## config.mk

```make
export PLATFORM = sky130hd
export DESIGN_NAME = fb_core
export DESIGN_NICKNAME = d
export VERILOG_FILES = /design/src/source/fb_pkg.sv /design/src/source/fb_cmd_decoder.sv /design/src/source/fb_color_buffer.sv /design/src/source/fb_rgb565_packer.sv /design/src/source/fb_core.sv
export VERILOG_INCLUDE_DIRS = /design/src /design/src/source
export SDC_FILE = /design/constraint.sdc
export NUM_CORES = 2
export LEC_CHECK = 0
export BUFFER_PORTS_ARGS = -buffer_cell sky130_fd_sc_hd__buf_2
export CAP_MARGIN = 30
export CORE_MARGIN = 3
export CORE_UTILIZATION = 40
export DETAILED_ROUTE_END_ITERATION = 10
export GPL_TIMING_DRIVEN = 0
export SLEW_MARGIN = 20
export SYNTH_ARGS = -nofsm -noshare
export SYNTH_HDL_FRONTEND = slang
export SYNTH_HIERARCHICAL = 1
export SYNTH_SLANG_ARGS = --single-unit
```

## constraint.sdc

```tcl
create_clock -name aclk -period 5.41 [get_ports aclk]
set_input_delay 0.541 -clock aclk [delete_from_list [all_inputs] [get_ports aclk]]
set_output_delay 0.541 -clock aclk [all_outputs]
set_load 0.01 [all_outputs]
```

## src/source/fb_consts.svh

```systemverilog
`ifndef FB_CONSTS_SVH
`define FB_CONSTS_SVH

// Framebuffer resolution in pixels
`define FB_X_RES 16
`define FB_Y_RES 8
`define FB_PIXELS 128

// Index into the pixel memory, log2 of FB_PIXELS
`define FB_ADDR_W 7

// Screen coordinates keep the renderer width
`define SCREEN_POS_W 11

// Internal channel width, the reduced color representation
`define SUB_PIXEL_W 6

// Command stream word
`define CMD_W 32

// Output stream, four RGB565 pixels per beat
`define STREAM_W 64
`define PIXELS_PER_BEAT 4

`endif

```

## src/source/fb_pkg.sv

```systemverilog
`include "fb_consts.svh"

package fb_pkg;

    typedef enum logic [3:0]
    {
        NOP         = 4'd0,
        REG_WRITE   = 4'd1,
        PIXEL_WRITE = 4'd2,
        MEMSET      = 4'd3,
        COMMIT      = 4'd4,
        SWAP        = 4'd5
    } cmd_opcode_e;

    typedef enum logic [3:0]
    {
        SCISSOR_ENABLE = 4'd0,
        SCISSOR_START  = 4'd1,
        SCISSOR_END    = 4'd2,
        CLEAR_COLOR    = 4'd3,
        COLOR_MASK     = 4'd4
    } reg_id_e;

    // Header of a register write
    typedef struct packed
    {
        cmd_opcode_e         opcode;
        reg_id_e             reg_id;
        logic [`CMD_W-9:0]   unused;
    } reg_hdr_t;

    // Header of a pixel write, carries the target position
    typedef struct packed
    {
        cmd_opcode_e              opcode;
        logic [`SCREEN_POS_W-1:0] x;
        logic [`SCREEN_POS_W-1:0] y;
        logic [5:0]               unused;
    } pixel_hdr_t;

    // The opcode sits in the top nibble of both views
    typedef union packed
    {
        reg_hdr_t   reg_hdr;
        pixel_hdr_t pixel_hdr;
    } cmd_word_u;

    typedef struct packed
    {
        logic [`SCREEN_POS_W-1:0] x;
        logic [`SCREEN_POS_W-1:0] y;
    } screen_pos_t;

    typedef struct packed
    {
        logic [`SUB_PIXEL_W-1:0] r;
        logic [`SUB_PIXEL_W-1:0] g;
        logic [`SUB_PIXEL_W-1:0] b;
    } pixel_t;

    // Mask bit 2 enables r, bit 1 g, bit 0 b
    typedef struct packed
    {
        logic        scissor_en;
        screen_pos_t scissor_start;
        screen_pos_t scissor_end;
        pixel_t      clear_color;
        logic [2:0]  mask;
    } fb_conf_t;

    typedef struct packed
    {
        screen_pos_t pos;
        pixel_t      color;
    } pixel_wr_t;

endpackage

```

## src/source/fb_cmd_decoder.sv

```systemverilog
`timescale 1ns/10ps
`include "fb_consts.svh"

module fb_cmd_decoder
(
    input  logic              aclk,
    input  logic              rst,

    input  logic              s_cmd_axis_tvalid,
    output logic              s_cmd_axis_tready,
    input  logic              s_cmd_axis_tlast,
    input  fb_pkg::cmd_word_u s_cmd_axis_tdata,

    input  logic              op_busy,
    input  logic              fb_swapped,
    input  logic              fb_committed,

    output fb_pkg::fb_conf_t  conf,
    output fb_pkg::pixel_wr_t pix_wr,
    output logic              pix_wr_valid,
    output logic              memset_start,
    output logic              commit_start,
    output logic              swap_fb,
    output logic              commit_fb
);
    typedef enum logic [1:0]
    {
        ST_HEADER,
        ST_DATA,
        ST_WAIT_BUSY,
        ST_WAIT_DISPLAY
    } state_e;

    state_e              state_q;
    fb_pkg::cmd_word_u   hdr_q;
    logic [`CMD_W-1:0]   data_w;
    fb_pkg::pixel_t      data_color;
    fb_pkg::screen_pos_t data_pos;
    logic                accept;

    // Commands are framed by their opcode, s_cmd_axis_tlast carries no meaning here
    assign s_cmd_axis_tready = (state_q == ST_HEADER) || (state_q == ST_DATA);
    assign accept = s_cmd_axis_tvalid && s_cmd_axis_tready;

    assign data_w = s_cmd_axis_tdata;
    // RGB888 reduced to six bits per channel
    assign data_color = {data_w[23:18], data_w[15:10], data_w[7:2]};
    assign data_pos = {data_w[10:0], data_w[26:16]};

    always_ff @(posedge aclk)
    begin
        if (accept && (state_q == ST_HEADER))
            hdr_q <= s_cmd_axis_tdata;
        if (accept && (state_q == ST_DATA))
        begin
            pix_wr.pos <= {hdr_q.pixel_hdr.x, hdr_q.pixel_hdr.y};
            pix_wr.color <= data_color;
        end
    end

    always_ff @(posedge aclk)
    begin
        if (rst)
        begin
            state_q <= ST_HEADER;
            conf <= '0;
            pix_wr_valid <= 1'b0;
            memset_start <= 1'b0;
            commit_start <= 1'b0;
            swap_fb <= 1'b0;
            commit_fb <= 1'b0;
        end
        else
        begin
            pix_wr_valid <= 1'b0;
            memset_start <= 1'b0;
            commit_start <= 1'b0;
            swap_fb <= 1'b0;
            commit_fb <= 1'b0;

            case (state_q)
                ST_HEADER:
                begin
                    if (accept)
                    begin
                        case (s_cmd_axis_tdata.reg_hdr.opcode)
                            fb_pkg::REG_WRITE, fb_pkg::PIXEL_WRITE:
                                state_q <= ST_DATA;
                            fb_pkg::MEMSET:
                            begin
                                memset_start <= 1'b1;
                                state_q <= ST_WAIT_BUSY;
                            end
                            fb_pkg::COMMIT:
                            begin
                                commit_start <= 1'b1;
                                commit_fb <= 1'b1;
                                state_q <= ST_WAIT_BUSY;
                            end
                            fb_pkg::SWAP:
                            begin
                                swap_fb <= 1'b1;
                                state_q <= ST_WAIT_DISPLAY;
                            end
                            default:
                                state_q <= ST_HEADER;
                        endcase
                    end
                end
                ST_DATA:
                begin
                    if (accept)
                    begin
                        state_q <= ST_HEADER;
                        if (hdr_q.reg_hdr.opcode == fb_pkg::REG_WRITE)
                        begin
                            case (hdr_q.reg_hdr.reg_id)
                                fb_pkg::SCISSOR_ENABLE: conf.scissor_en <= data_w[0];
                                fb_pkg::SCISSOR_START:  conf.scissor_start <= data_pos;
                                fb_pkg::SCISSOR_END:    conf.scissor_end <= data_pos;
                                fb_pkg::CLEAR_COLOR:    conf.clear_color <= data_color;
                                fb_pkg::COLOR_MASK:     conf.mask <= data_w[2:0];
                                default:                conf <= conf;
                            endcase
                        end
                        else
                        begin
                            pix_wr_valid <= 1'b1;
                        end
                    end
                end
                ST_WAIT_BUSY:
                begin
                    // op_busy only rises the cycle after the start strobe
                    if (!op_busy && !memset_start && !commit_start
                        && ((hdr_q.reg_hdr.opcode != fb_pkg::COMMIT) || fb_committed))
                        state_q <= ST_HEADER;
                end
                ST_WAIT_DISPLAY:
                begin
                    if (!swap_fb && fb_swapped)
                        state_q <= ST_HEADER;
                end
                default:
                    state_q <= ST_HEADER;
            endcase
        end
    end

endmodule

```

## src/source/fb_color_buffer.sv

```systemverilog
`timescale 1ns/10ps
`include "fb_consts.svh"

module fb_color_buffer
(
    input  logic              aclk,
    input  logic              rst,

    input  fb_pkg::fb_conf_t  conf,
    input  fb_pkg::pixel_wr_t pix_wr,
    input  logic              pix_wr_valid,
    input  logic              memset_start,
    input  logic              commit_start,
    input  logic              pix_ready,

    output logic              op_busy,
    output fb_pkg::pixel_t    rd_pixel,
    output logic              rd_valid
);
    localparam int X_W = $clog2(`FB_X_RES);
    localparam int Y_W = `FB_ADDR_W - X_W;
    localparam int LAST_IDX = `FB_PIXELS - 1;

    typedef enum logic [1:0]
    {
        OP_IDLE,
        OP_MEMSET,
        OP_COMMIT
    } op_e;

    op_e                      op_q;
    logic [`FB_ADDR_W-1:0]    idx_q;
    fb_pkg::pixel_t           mem [0:`FB_PIXELS-1];

    logic [`SCREEN_POS_W-1:0] sweep_x;
    logic [`SCREEN_POS_W-1:0] sweep_y;
    fb_pkg::screen_pos_t      wr_pos;
    fb_pkg::pixel_t           wr_color;
    logic                     wr_req;
    logic                     in_res;
    logic                     in_scissor;
    logic                     wr_en;
    logic [`FB_ADDR_W-1:0]    wr_addr;
    logic                     rd_issue;

    // Sweep index split into raster coordinates
    assign sweep_x = {{(`SCREEN_POS_W - X_W){1'b0}}, idx_q[X_W-1:0]};
    assign sweep_y = {{(`SCREEN_POS_W - Y_W){1'b0}}, idx_q[`FB_ADDR_W-1:X_W]};

    // A memset step wins, the decoder never overlaps it with pixel writes
    always_comb
    begin
        if (op_q == OP_MEMSET)
        begin
            wr_pos = {sweep_x, sweep_y};
            wr_color = conf.clear_color;
            wr_req = 1'b1;
        end
        else
        begin
            wr_pos = pix_wr.pos;
            wr_color = pix_wr.color;
            wr_req = pix_wr_valid;
        end
    end

    assign in_res = (wr_pos.x < `FB_X_RES) && (wr_pos.y < `FB_Y_RES);
    // Scissor rectangle is inclusive on both ends
    assign in_scissor = !conf.scissor_en
        || ((wr_pos.x >= conf.scissor_start.x) && (wr_pos.x <= conf.scissor_end.x)
            && (wr_pos.y >= conf.scissor_start.y) && (wr_pos.y <= conf.scissor_end.y));
    assign wr_en = wr_req && in_res && in_scissor;
    assign wr_addr = {wr_pos.y[Y_W-1:0], wr_pos.x[X_W-1:0]};

    assign rd_issue = (op_q == OP_COMMIT) && pix_ready;
    assign op_busy = (op_q != OP_IDLE);

    // Per-channel write enables from the color mask
    always_ff @(posedge aclk)
    begin
        if (wr_en && conf.mask[2])
            mem[wr_addr].r <= wr_color.r;
        if (wr_en && conf.mask[1])
            mem[wr_addr].g <= wr_color.g;
        if (wr_en && conf.mask[0])
            mem[wr_addr].b <= wr_color.b;
        if (rd_issue)
            rd_pixel <= mem[idx_q];
    end

    always_ff @(posedge aclk)
    begin
        if (rst)
        begin
            op_q <= OP_IDLE;
            idx_q <= '0;
            rd_valid <= 1'b0;
        end
        else
        begin
            rd_valid <= rd_issue;
            case (op_q)
                OP_IDLE:
                begin
                    idx_q <= '0;
                    if (memset_start)
                        op_q <= OP_MEMSET;
                    else if (commit_start)
                        op_q <= OP_COMMIT;
                end
                OP_MEMSET:
                begin
                    idx_q <= idx_q + 1'b1;
                    if (idx_q == LAST_IDX)
                        op_q <= OP_IDLE;
                end
                OP_COMMIT:
                begin
                    // Reads advance only while the packer has room
                    if (rd_issue)
                    begin
                        idx_q <= idx_q + 1'b1;
                        if (idx_q == LAST_IDX)
                            op_q <= OP_IDLE;
                    end
                end
                default:
                    op_q <= OP_IDLE;
            endcase
        end
    end

endmodule

```

## src/source/fb_rgb565_packer.sv

```systemverilog
`timescale 1ns/10ps
`include "fb_consts.svh"

module fb_rgb565_packer
(
    input  logic                 aclk,
    input  logic                 rst,

    input  fb_pkg::pixel_t       rd_pixel,
    input  logic                 rd_valid,
    output logic                 pix_ready,

    output logic                 m_framebuffer_axis_tvalid,
    input  logic                 m_framebuffer_axis_tready,
    output logic                 m_framebuffer_axis_tlast,
    output logic [`STREAM_W-1:0] m_framebuffer_axis_tdata
);
    localparam int BEATS = `FB_PIXELS / `PIXELS_PER_BEAT;
    localparam int SLOT_W = $clog2(`PIXELS_PER_BEAT);
    localparam int PIX_W = `STREAM_W / `PIXELS_PER_BEAT;

    logic [PIX_W-1:0]         rgb565;
    logic [`STREAM_W-1:0]     asm_q;
    logic [SLOT_W:0]          fill_q;
    logic [SLOT_W:0]          fill_base;
    logic [SLOT_W-1:0]        slot;
    logic [$clog2(BEATS)-1:0] beat_q;
    logic                     xfer;

    // 6-6-6 to 5-6-5
    assign rgb565 = {rd_pixel.r[`SUB_PIXEL_W-1:1], rd_pixel.g, rd_pixel.b[`SUB_PIXEL_W-1:1]};

    // A full assembly moves out once the beat register is free or draining
    assign xfer = (fill_q == `PIXELS_PER_BEAT)
        && (!m_framebuffer_axis_tvalid || m_framebuffer_axis_tready);
    assign fill_base = xfer ? '0 : fill_q;
    assign slot = fill_base[SLOT_W-1:0];

    // Room for the pixel in flight and one more read
    assign pix_ready = (fill_base + rd_valid) < `PIXELS_PER_BEAT;

    always_ff @(posedge aclk)
    begin
        if (rd_valid)
            asm_q[slot*PIX_W +: PIX_W] <= rgb565;
        if (xfer)
        begin
            m_framebuffer_axis_tdata <= asm_q;
            m_framebuffer_axis_tlast <= (beat_q == BEATS - 1);
        end
    end

    always_ff @(posedge aclk)
    begin
        if (rst)
        begin
            fill_q <= '0;
            beat_q <= '0;
            m_framebuffer_axis_tvalid <= 1'b0;
        end
        else
        begin
            if (rd_valid)
                fill_q <= fill_base + 1'b1;
            else
                fill_q <= fill_base;

            if (xfer)
            begin
                m_framebuffer_axis_tvalid <= 1'b1;
                // Wraps after the last beat of a commit
                beat_q <= beat_q + 1'b1;
            end
            else if (m_framebuffer_axis_tready)
            begin
                m_framebuffer_axis_tvalid <= 1'b0;
            end
        end
    end

endmodule

```

## src/source/fb_core.sv

```systemverilog
`timescale 1ns/10ps
`include "fb_consts.svh"

module fb_core
(
    input  logic                 aclk,
    input  logic                 rst,

    input  logic                 s_cmd_axis_tvalid,
    output logic                 s_cmd_axis_tready,
    input  logic                 s_cmd_axis_tlast,
    input  logic [`CMD_W-1:0]    s_cmd_axis_tdata,

    // RGB565 stream
    output logic                 m_framebuffer_axis_tvalid,
    input  logic                 m_framebuffer_axis_tready,
    output logic                 m_framebuffer_axis_tlast,
    output logic [`STREAM_W-1:0] m_framebuffer_axis_tdata,

    output logic                 swap_fb,
    input  logic                 fb_swapped,
    output logic                 commit_fb,
    input  logic                 fb_committed
);
    fb_pkg::fb_conf_t  conf;
    fb_pkg::pixel_wr_t pix_wr;
    fb_pkg::pixel_t    rd_pixel;
    logic              pix_wr_valid;
    logic              memset_start;
    logic              commit_start;
    logic              op_busy;
    logic              rd_valid;
    logic              pix_ready;

    fb_cmd_decoder cmd_decoder_i
    (
        .aclk              (aclk),
        .rst               (rst),
        .s_cmd_axis_tvalid (s_cmd_axis_tvalid),
        .s_cmd_axis_tready (s_cmd_axis_tready),
        .s_cmd_axis_tlast  (s_cmd_axis_tlast),
        .s_cmd_axis_tdata  (s_cmd_axis_tdata),
        .op_busy           (op_busy),
        .fb_swapped        (fb_swapped),
        .fb_committed      (fb_committed),
        .conf              (conf),
        .pix_wr            (pix_wr),
        .pix_wr_valid      (pix_wr_valid),
        .memset_start      (memset_start),
        .commit_start      (commit_start),
        .swap_fb           (swap_fb),
        .commit_fb         (commit_fb)
    );

    fb_color_buffer color_buffer_i
    (
        .aclk         (aclk),
        .rst          (rst),
        .conf         (conf),
        .pix_wr       (pix_wr),
        .pix_wr_valid (pix_wr_valid),
        .memset_start (memset_start),
        .commit_start (commit_start),
        .pix_ready    (pix_ready),
        .op_busy      (op_busy),
        .rd_pixel     (rd_pixel),
        .rd_valid     (rd_valid)
    );

    fb_rgb565_packer rgb565_packer_i
    (
        .aclk                      (aclk),
        .rst                       (rst),
        .rd_pixel                  (rd_pixel),
        .rd_valid                  (rd_valid),
        .pix_ready                 (pix_ready),
        .m_framebuffer_axis_tvalid (m_framebuffer_axis_tvalid),
        .m_framebuffer_axis_tready (m_framebuffer_axis_tready),
        .m_framebuffer_axis_tlast  (m_framebuffer_axis_tlast),
        .m_framebuffer_axis_tdata  (m_framebuffer_axis_tdata)
    );

endmodule

```

======== Word-level counts from Yosys, hierarchy flattened ========
Memory sizes are Yosys's and may differ from the RTL's. A register that Yosys moved wholly into a read port is not among the register bits.
Index checks and enable logic that the tools add are counted.
word-level totals
  bits in registers ....................... 292
  memory bits (writable) .................. 2304
  bits of input ports ..................... 39
  output and inout bits ................... 69
  word-level logic and storage cells ...... 149
  memories ................................ 1
memories
  memory              words  width  read ports  clocked after Yosys merged registers in  write ports  RTL line               source
  color_buffer_i.mem  128    18     1           1                                        1            fb_color_buffer.sv:33  fb_pkg::pixel_t mem [0:`FB_PIXELS-1];
cells by class
  add/sub/neg operators ................... 5
  magnitude comparators ................... 7
  equality and inequality tests ........... 25
  shifts and indexed selects .............. 2
  mux-type cells .......................... 31
  bitwise operators ....................... 3
  reduce and logical (&&, ||, !) cells .... 46
operator list
  operator                                                                       count
  64-bit bitwise mux                                                             1
  16-bit by 34-bit variable shift with 64-bit output, first input constant       1
  16-bit by 34-bit indexed part select with 64-bit output                        1
  6-bit negator with 34-bit output                                               1
  32-bit by 3-bit less-than comparator with 1-bit output, second input constant  1
  4-bit AND reduction                                                            6
  11-bit >= comparator                                                           2
  11-bit <= comparator                                                           2
  22-bit two-way mux                                                             1
  7-bit one-hot mux with 3 select lines                                          1
  1-bit logical AND                                                              18
  18-bit two-way mux                                                             1
  4-bit by 2-bit == test with 1-bit output, second input constant                4
  2-bit two-way mux                                                              8
  1-bit two-way mux                                                              13
  4-bit by 1-bit == test with 1-bit output, second input constant                3
  4-bit by 3-bit == test with 1-bit output, second input constant                3
  2-bit one-hot mux with 3 select lines                                          2
  11-bit by 4-bit less-than comparator with 1-bit output, second input constant  1
  11-bit by 5-bit less-than comparator with 1-bit output, second input constant  1
  2-bit by 1-bit != test with 1-bit output, second input constant                5
  2-bit one-hot mux with 4 select lines                                          1
  7-bit by 1-bit adder with 7-bit output, second input constant                  1
  7-bit == test, second input constant                                           1
  other kinds (21)                                                               40

======== Logic depth before layout (Yosys ltp) ========
  word-level depth ........................ 11
  depth in mapped cells ................... 17
  depth with buffers taken out ............ 13

======== Cells and area by module ========
Netlist, hierarchy kept.
by module, submodules not included
  module            times used  cells an instance  area an instance (sq um)  sequential area each (sq um)
  fb_color_buffer   1           4413               92432.4                   69927.1
  fb_cmd_decoder    1           349                5014.8                    3423.3
  fb_rgb565_packer  1           269                4962.3                    4053.9

======== Worst setup path before layout ========
No wires, ideal clock.
  path type ............................... reg-to-reg
  start point ............................. register rgb565_packer_i.fill_q[0]
  end point ............................... register color_buffer_i.idx_q[0]
  setup time .............................. 0.065 ns
  arrival ................................. 4.877 ns
  data required time ...................... 5.345 ns
  setup slack ............................. 0.468 ns
  cell stages (with the launch flop) ...... 11
  buffers on the path ..................... 0
  period minus slack after synthesis ...... 4.942 ns
  cell sequence ........................... dfxtp_1 -> inv_1 -> ha_1 -> nand2_1 -> nor2_1 -> or2_2 -> nor2b_1 -> nor2_1 -> nand2_1 -> mux2_2 -> nor2_1
on the way
  cells in the longest elaborated chain, start to end .. 8
RTL lines
  element                                                                  RTL line                source
  start: declaration                                                       fb_rgb565_packer.sv:24  logic [SLOT_W:0] fill_q;
  start signal: assignment                                                 fb_rgb565_packer.sv:64  fill_q <= fill_base + 1'b1;
  start signal: assignment                                                 fb_rgb565_packer.sv:66  fill_q <= fill_base;
  3-bit == test (no source line)                                           n/a
  1-bit logical AND                                                        fb_rgb565_packer.sv:34  assign xfer = (fill_q == `PIXELS_PER_BEAT)
  via rgb565_packer_i.xfer                                                 fb_rgb565_packer.sv:28  logic xfer;
  3-bit two-way mux                                                        fb_rgb565_packer.sv:36  assign fill_base = xfer ? '0 : fill_q;
  3-bit by 1-bit adder with 4-bit output                                   fb_rgb565_packer.sv:40  assign pix_ready = (fill_base + rd_valid) < `PIXELS_PER_BEAT;
  32-bit by 3-bit less-than comparator with 1-bit output (no source line)  n/a
  via pix_ready                                                            fb_core.sv:33           logic pix_ready;
  1-bit logical AND                                                        fb_color_buffer.sv:75   assign rd_issue = (op_q == OP_COMMIT) && pix_ready;
  2-bit by 1-bit != test with 1-bit output (no source line)                n/a
  2-bit AND reduction (no source line)                                     n/a
  end signal: assignment                                                   fb_color_buffer.sv:113  idx_q <= idx_q + 1'b1;
  end signal: assignment                                                   fb_color_buffer.sv:122  idx_q <= idx_q + 1'b1;
  end: declaration                                                         fb_color_buffer.sv:32   logic [`FB_ADDR_W-1:0] idx_q;
The timed path passes the listed nets, and every way through them passes these cells.
A chain may end at the register's enable or synchronous reset.

==> key figures <==
Critical path
  • CP Capture Type: flip-flop
  • Critical-path cell list: buf_2, buf_2, buf_1, buf_2, mux4_2, mux2i_1, o21ai_0, nand4_1, a21oi_2
  • Worst Path Required: 6020 ps
  • FF-to-FF End: color_buffer_i/rd_pixel[11]$_DFFE_PP_
  • Critical path startpoint category: flip-flop
  • Worst-path fanout max: 10
  • Reg2Reg Depth: 9
  • Crit path capture: color_buffer_i/rd_pixel[11]$_DFFE_PP_
  • Worst EP arrival: 6280 ps
  • CP max stage delay: 850 ps
  • FF-to-FF setup slack: -260 ps
  • RR Startpoint: color_buffer_i/idx_q[1]$_SDFFE_PP0P_
  • Most used cell along the critical path: buf_2
  • CP max-delay cell: buf_2
  • CP startpoint: color_buffer_i/idx_q[1]$_SDFFE_PP0P_
  • Crit path kind: flip-flop to flip-flop

Power and ir drop
  • Combinational share of power: 0.013
  • Max VDD drop: 0.000347 V
  • Share of power burned in registers: 0.538
  • Switching share of power: 0.201
  • Switch Pwr: approximately 7.4 mW
  • Pleak: 33.6 nW
  • Power per cell area: 340 mW/mm2
  • Pwr Total: around 37 mW
  • Clock power frac: 0.448
  • Pint: approximately 30 mW

Drt
  • Metal2 WL: around 150,000 um
  • Vias: 53,053
  • Routed Antenna Nets: 0
  • Initial drt markers: 9,236
  • Via/cell ratio: about 6.4
  • First-pass DRT Iterations: 6
  • Highest routed metal layer: met5
  • Drt wl/cell: around 42 um
  • Met3 wire length: 49,500 um
  • Drt drc: 0
  • M1 wire length: ~120,000 um
  • Drt total wl: between 300,000 and 400,000 um

Floorplanning
  • Die area: about 0.24 mm2
  • Die H: around 490 um
  • Core Footprint: 0.229 mm2
  • Die width: around 490 um
  • Row cnt: roughly 180
  • # IOs: 108
  • Initial Utilization: 0.405

CTS
  • Clock root cell: clkbuf_16
  • CTS tree: yes
  • Clk_lat worst skew: 890 ps
  • Worst-case clock buffer depth: 3
  • Clock transition at path regs: approximately 70 ps
  • Htree depth: 4
  • Total clock sinks: around 2,300
  • Clock buffer count from CTS: approximately 230

Global routing
  • Vias in the first global route: between 40,000 and 50,000
  • Initial antenna violation count: 33
  • Largest net degree at the start of global routing: 117
  • Overflow after GRT: 0
  • First-pass GRT wire length: 459,000 um
  • Gr usage total: 0.292

Timing
  • Hold_ws: between 50 and 60 ps
  • Period utilisation layout: 1.05
  • Final worst slack: -262 ps
  • Clock skew: a little over 30 ps
  • Count of final hold-check violations: 0
  • Slew headroom: 0.247
  • Total negative slack: -23,270 ps
  • Achievable Freq: between 0.15 and 0.2 GHz
  • Final min period: between 5000 and 6000 ps
  • Final Max Tran Viols: 0
  • Final setup viols: 526
  • Worst-margin pin slew: 1130 ps

Yosys
  • Netlist Area Pre-Place: between 0.09 and 0.1 mm2
  • Synthesized Nets: 4,742
  • Number of synthesis warnings: 6
  • Mean Syn Cell Area: about 20 um2
  • Post-Syn Instances: ~4,600

Finish
  • Share of cells above drive strength 1: 0.293
  • Fill cell count: around 19,000
  • Layout area overhead: 16.5%
  • Nets: roughly 5,200
  • Fin util: 0.471
  • Commonest non-fill, non-tap cell in the layout: edfxtp_1
  • Most frequent cells in the layout: edfxtp_1 (2,257), mux4_2 (563), nor2_1 (303)

Place
  • Post-DP HPWL: around 240,000 um
  • # port buffers: about 110
  • Routability Congestion: 1.01
  • Place WS: -2390 ps

Run
  • Max-cap violations: 0

Min path
  • Hold crit path type: primary input to flip-flop

Status
  • Outcome: complete, but fails checks
  • Failing checks: setup timing
layout make-up:
type / count / area [um2] / area share
clock buffers: 296 / 6230 / 0.0578
well taps: 3009 / 3760 / 0.0349
inverters: 68 / 255 / 0.00237
flip-flops and latches: 2346 / 69600 / 0.645
diodes: 13 / 32.5 / 0.000302
multi-input cells: 1949 / 22500 / 0.208
plain buffers: 285 / 1600 / 0.0148
repair buffers: 232 / 2480 / 0.0230
clock inverters: 147 / 1500 / 0.0139
worst min path at each step:
stage / from / endpoint / slack (ps) / cells after the start
5_1_grt: s_cmd_axis_tdata[2] / cmd_decoder_i/conf[2]$_SDFFE_PP0P_ / 90 / 3
6_report: s_cmd_axis_tdata[2] / cmd_decoder_i/conf[2]$_SDFFE_PP0P_ / 60 / 3
2_1_floorplan: cmd_decoder_i/hdr_q[6]$_DFFE_PP_ / cmd_decoder_i/pix_wr[18]$_DFFE_PP_ / 400 / 0
3_5_place_dp: cmd_decoder_i/hdr_q[18]$_DFFE_PP_ / cmd_decoder_i/pix_wr[30]$_DFFE_PP_ / 400 / 0
3_3_place_gp: cmd_decoder_i/hdr_q[17]$_DFFE_PP_ / cmd_decoder_i/pix_wr[29]$_DFFE_PP_ / 400 / 0
4_1_cts: s_cmd_axis_tdata[2] / cmd_decoder_i/conf[2]$_SDFFE_PP0P_ / 20 / 3
worst max-delay path, delay by kind of cell, from the launching register on:
family,cells,cell delay (ps)
flip-flops,1,390
multiplexers,2,620
AO/OA/AOI/OAI,2,1000
buffers and inverters,4,2850
AND/OR/NAND/NOR,1,460
flip-flops by register name, summed over array words and instances (netlist names):
name                                       count
cmd_decoder_i/conf                            64
cmd_decoder_i/state_q                          2
cmd_decoder_i/memset_start                     1
color_buffer_i/op_q                            2
color_buffer_i/rd_valid                        1
rgb565_packer_i/fill_q                         3
cmd_decoder_i/commit_fb                        1
color_buffer_i/idx_q                           7
color_buffer_i/mem                          2048
rgb565_packer_i/asm_q                         64
rgb565_packer_i/beat_q                         5
cmd_decoder_i/hdr_q                           26
rgb565_packer_i/m_framebuffer_axis_tdata      64
cmd_decoder_i/swap_fb                          1
color_buffer_i/rd_pixel                       16
cmd_decoder_i/pix_wr                          38
rgb565_packer_i/m_framebuffer_axis_tlast       1
cmd_decoder_i/pix_wr_valid                     1
rgb565_packer_i/m_framebuffer_axis_tvalid      1
what timing repair did:
action	CTS	global route
pin swaps	22	3
hold buffers	33	0
endpoints found under the setup margin	2056	1998
endpoints found under the hold margin	60	0
buffers inserted	26	3
gates resized for setup	269	13
cloned	0	0
through the flow:
stage                     instances  cell area (um2)
after floorplan                4649            92600
after global placement         7764            96900
after detailed placement       7824            98500
after CTS                      8325           108000
after global routing           8333           108000
final                          8345           108000
power groups by stage:
stage	clock [mW]	combinational, mW	sequential, mW
5_1_grt	17.3	0.495	19.7
3_3_place_gp	0	0.413	20.1
4_1_cts	16.6	0.470	19.7
2_1_floorplan	0	0.210	20.1
6_report	16.4	0.483	19.7
3_5_place_dp	0	0.446	20.1
routing by layer:
layer | vias up | GRT usage
met5 | - | 0
met4 | 14 | 0.164
met3 | 873 | 0.104
met2 | 4279 | 0.430
met1 | 28109 | 0.376
li1 | 19778 | -
(Power assumes the default switching activity.)
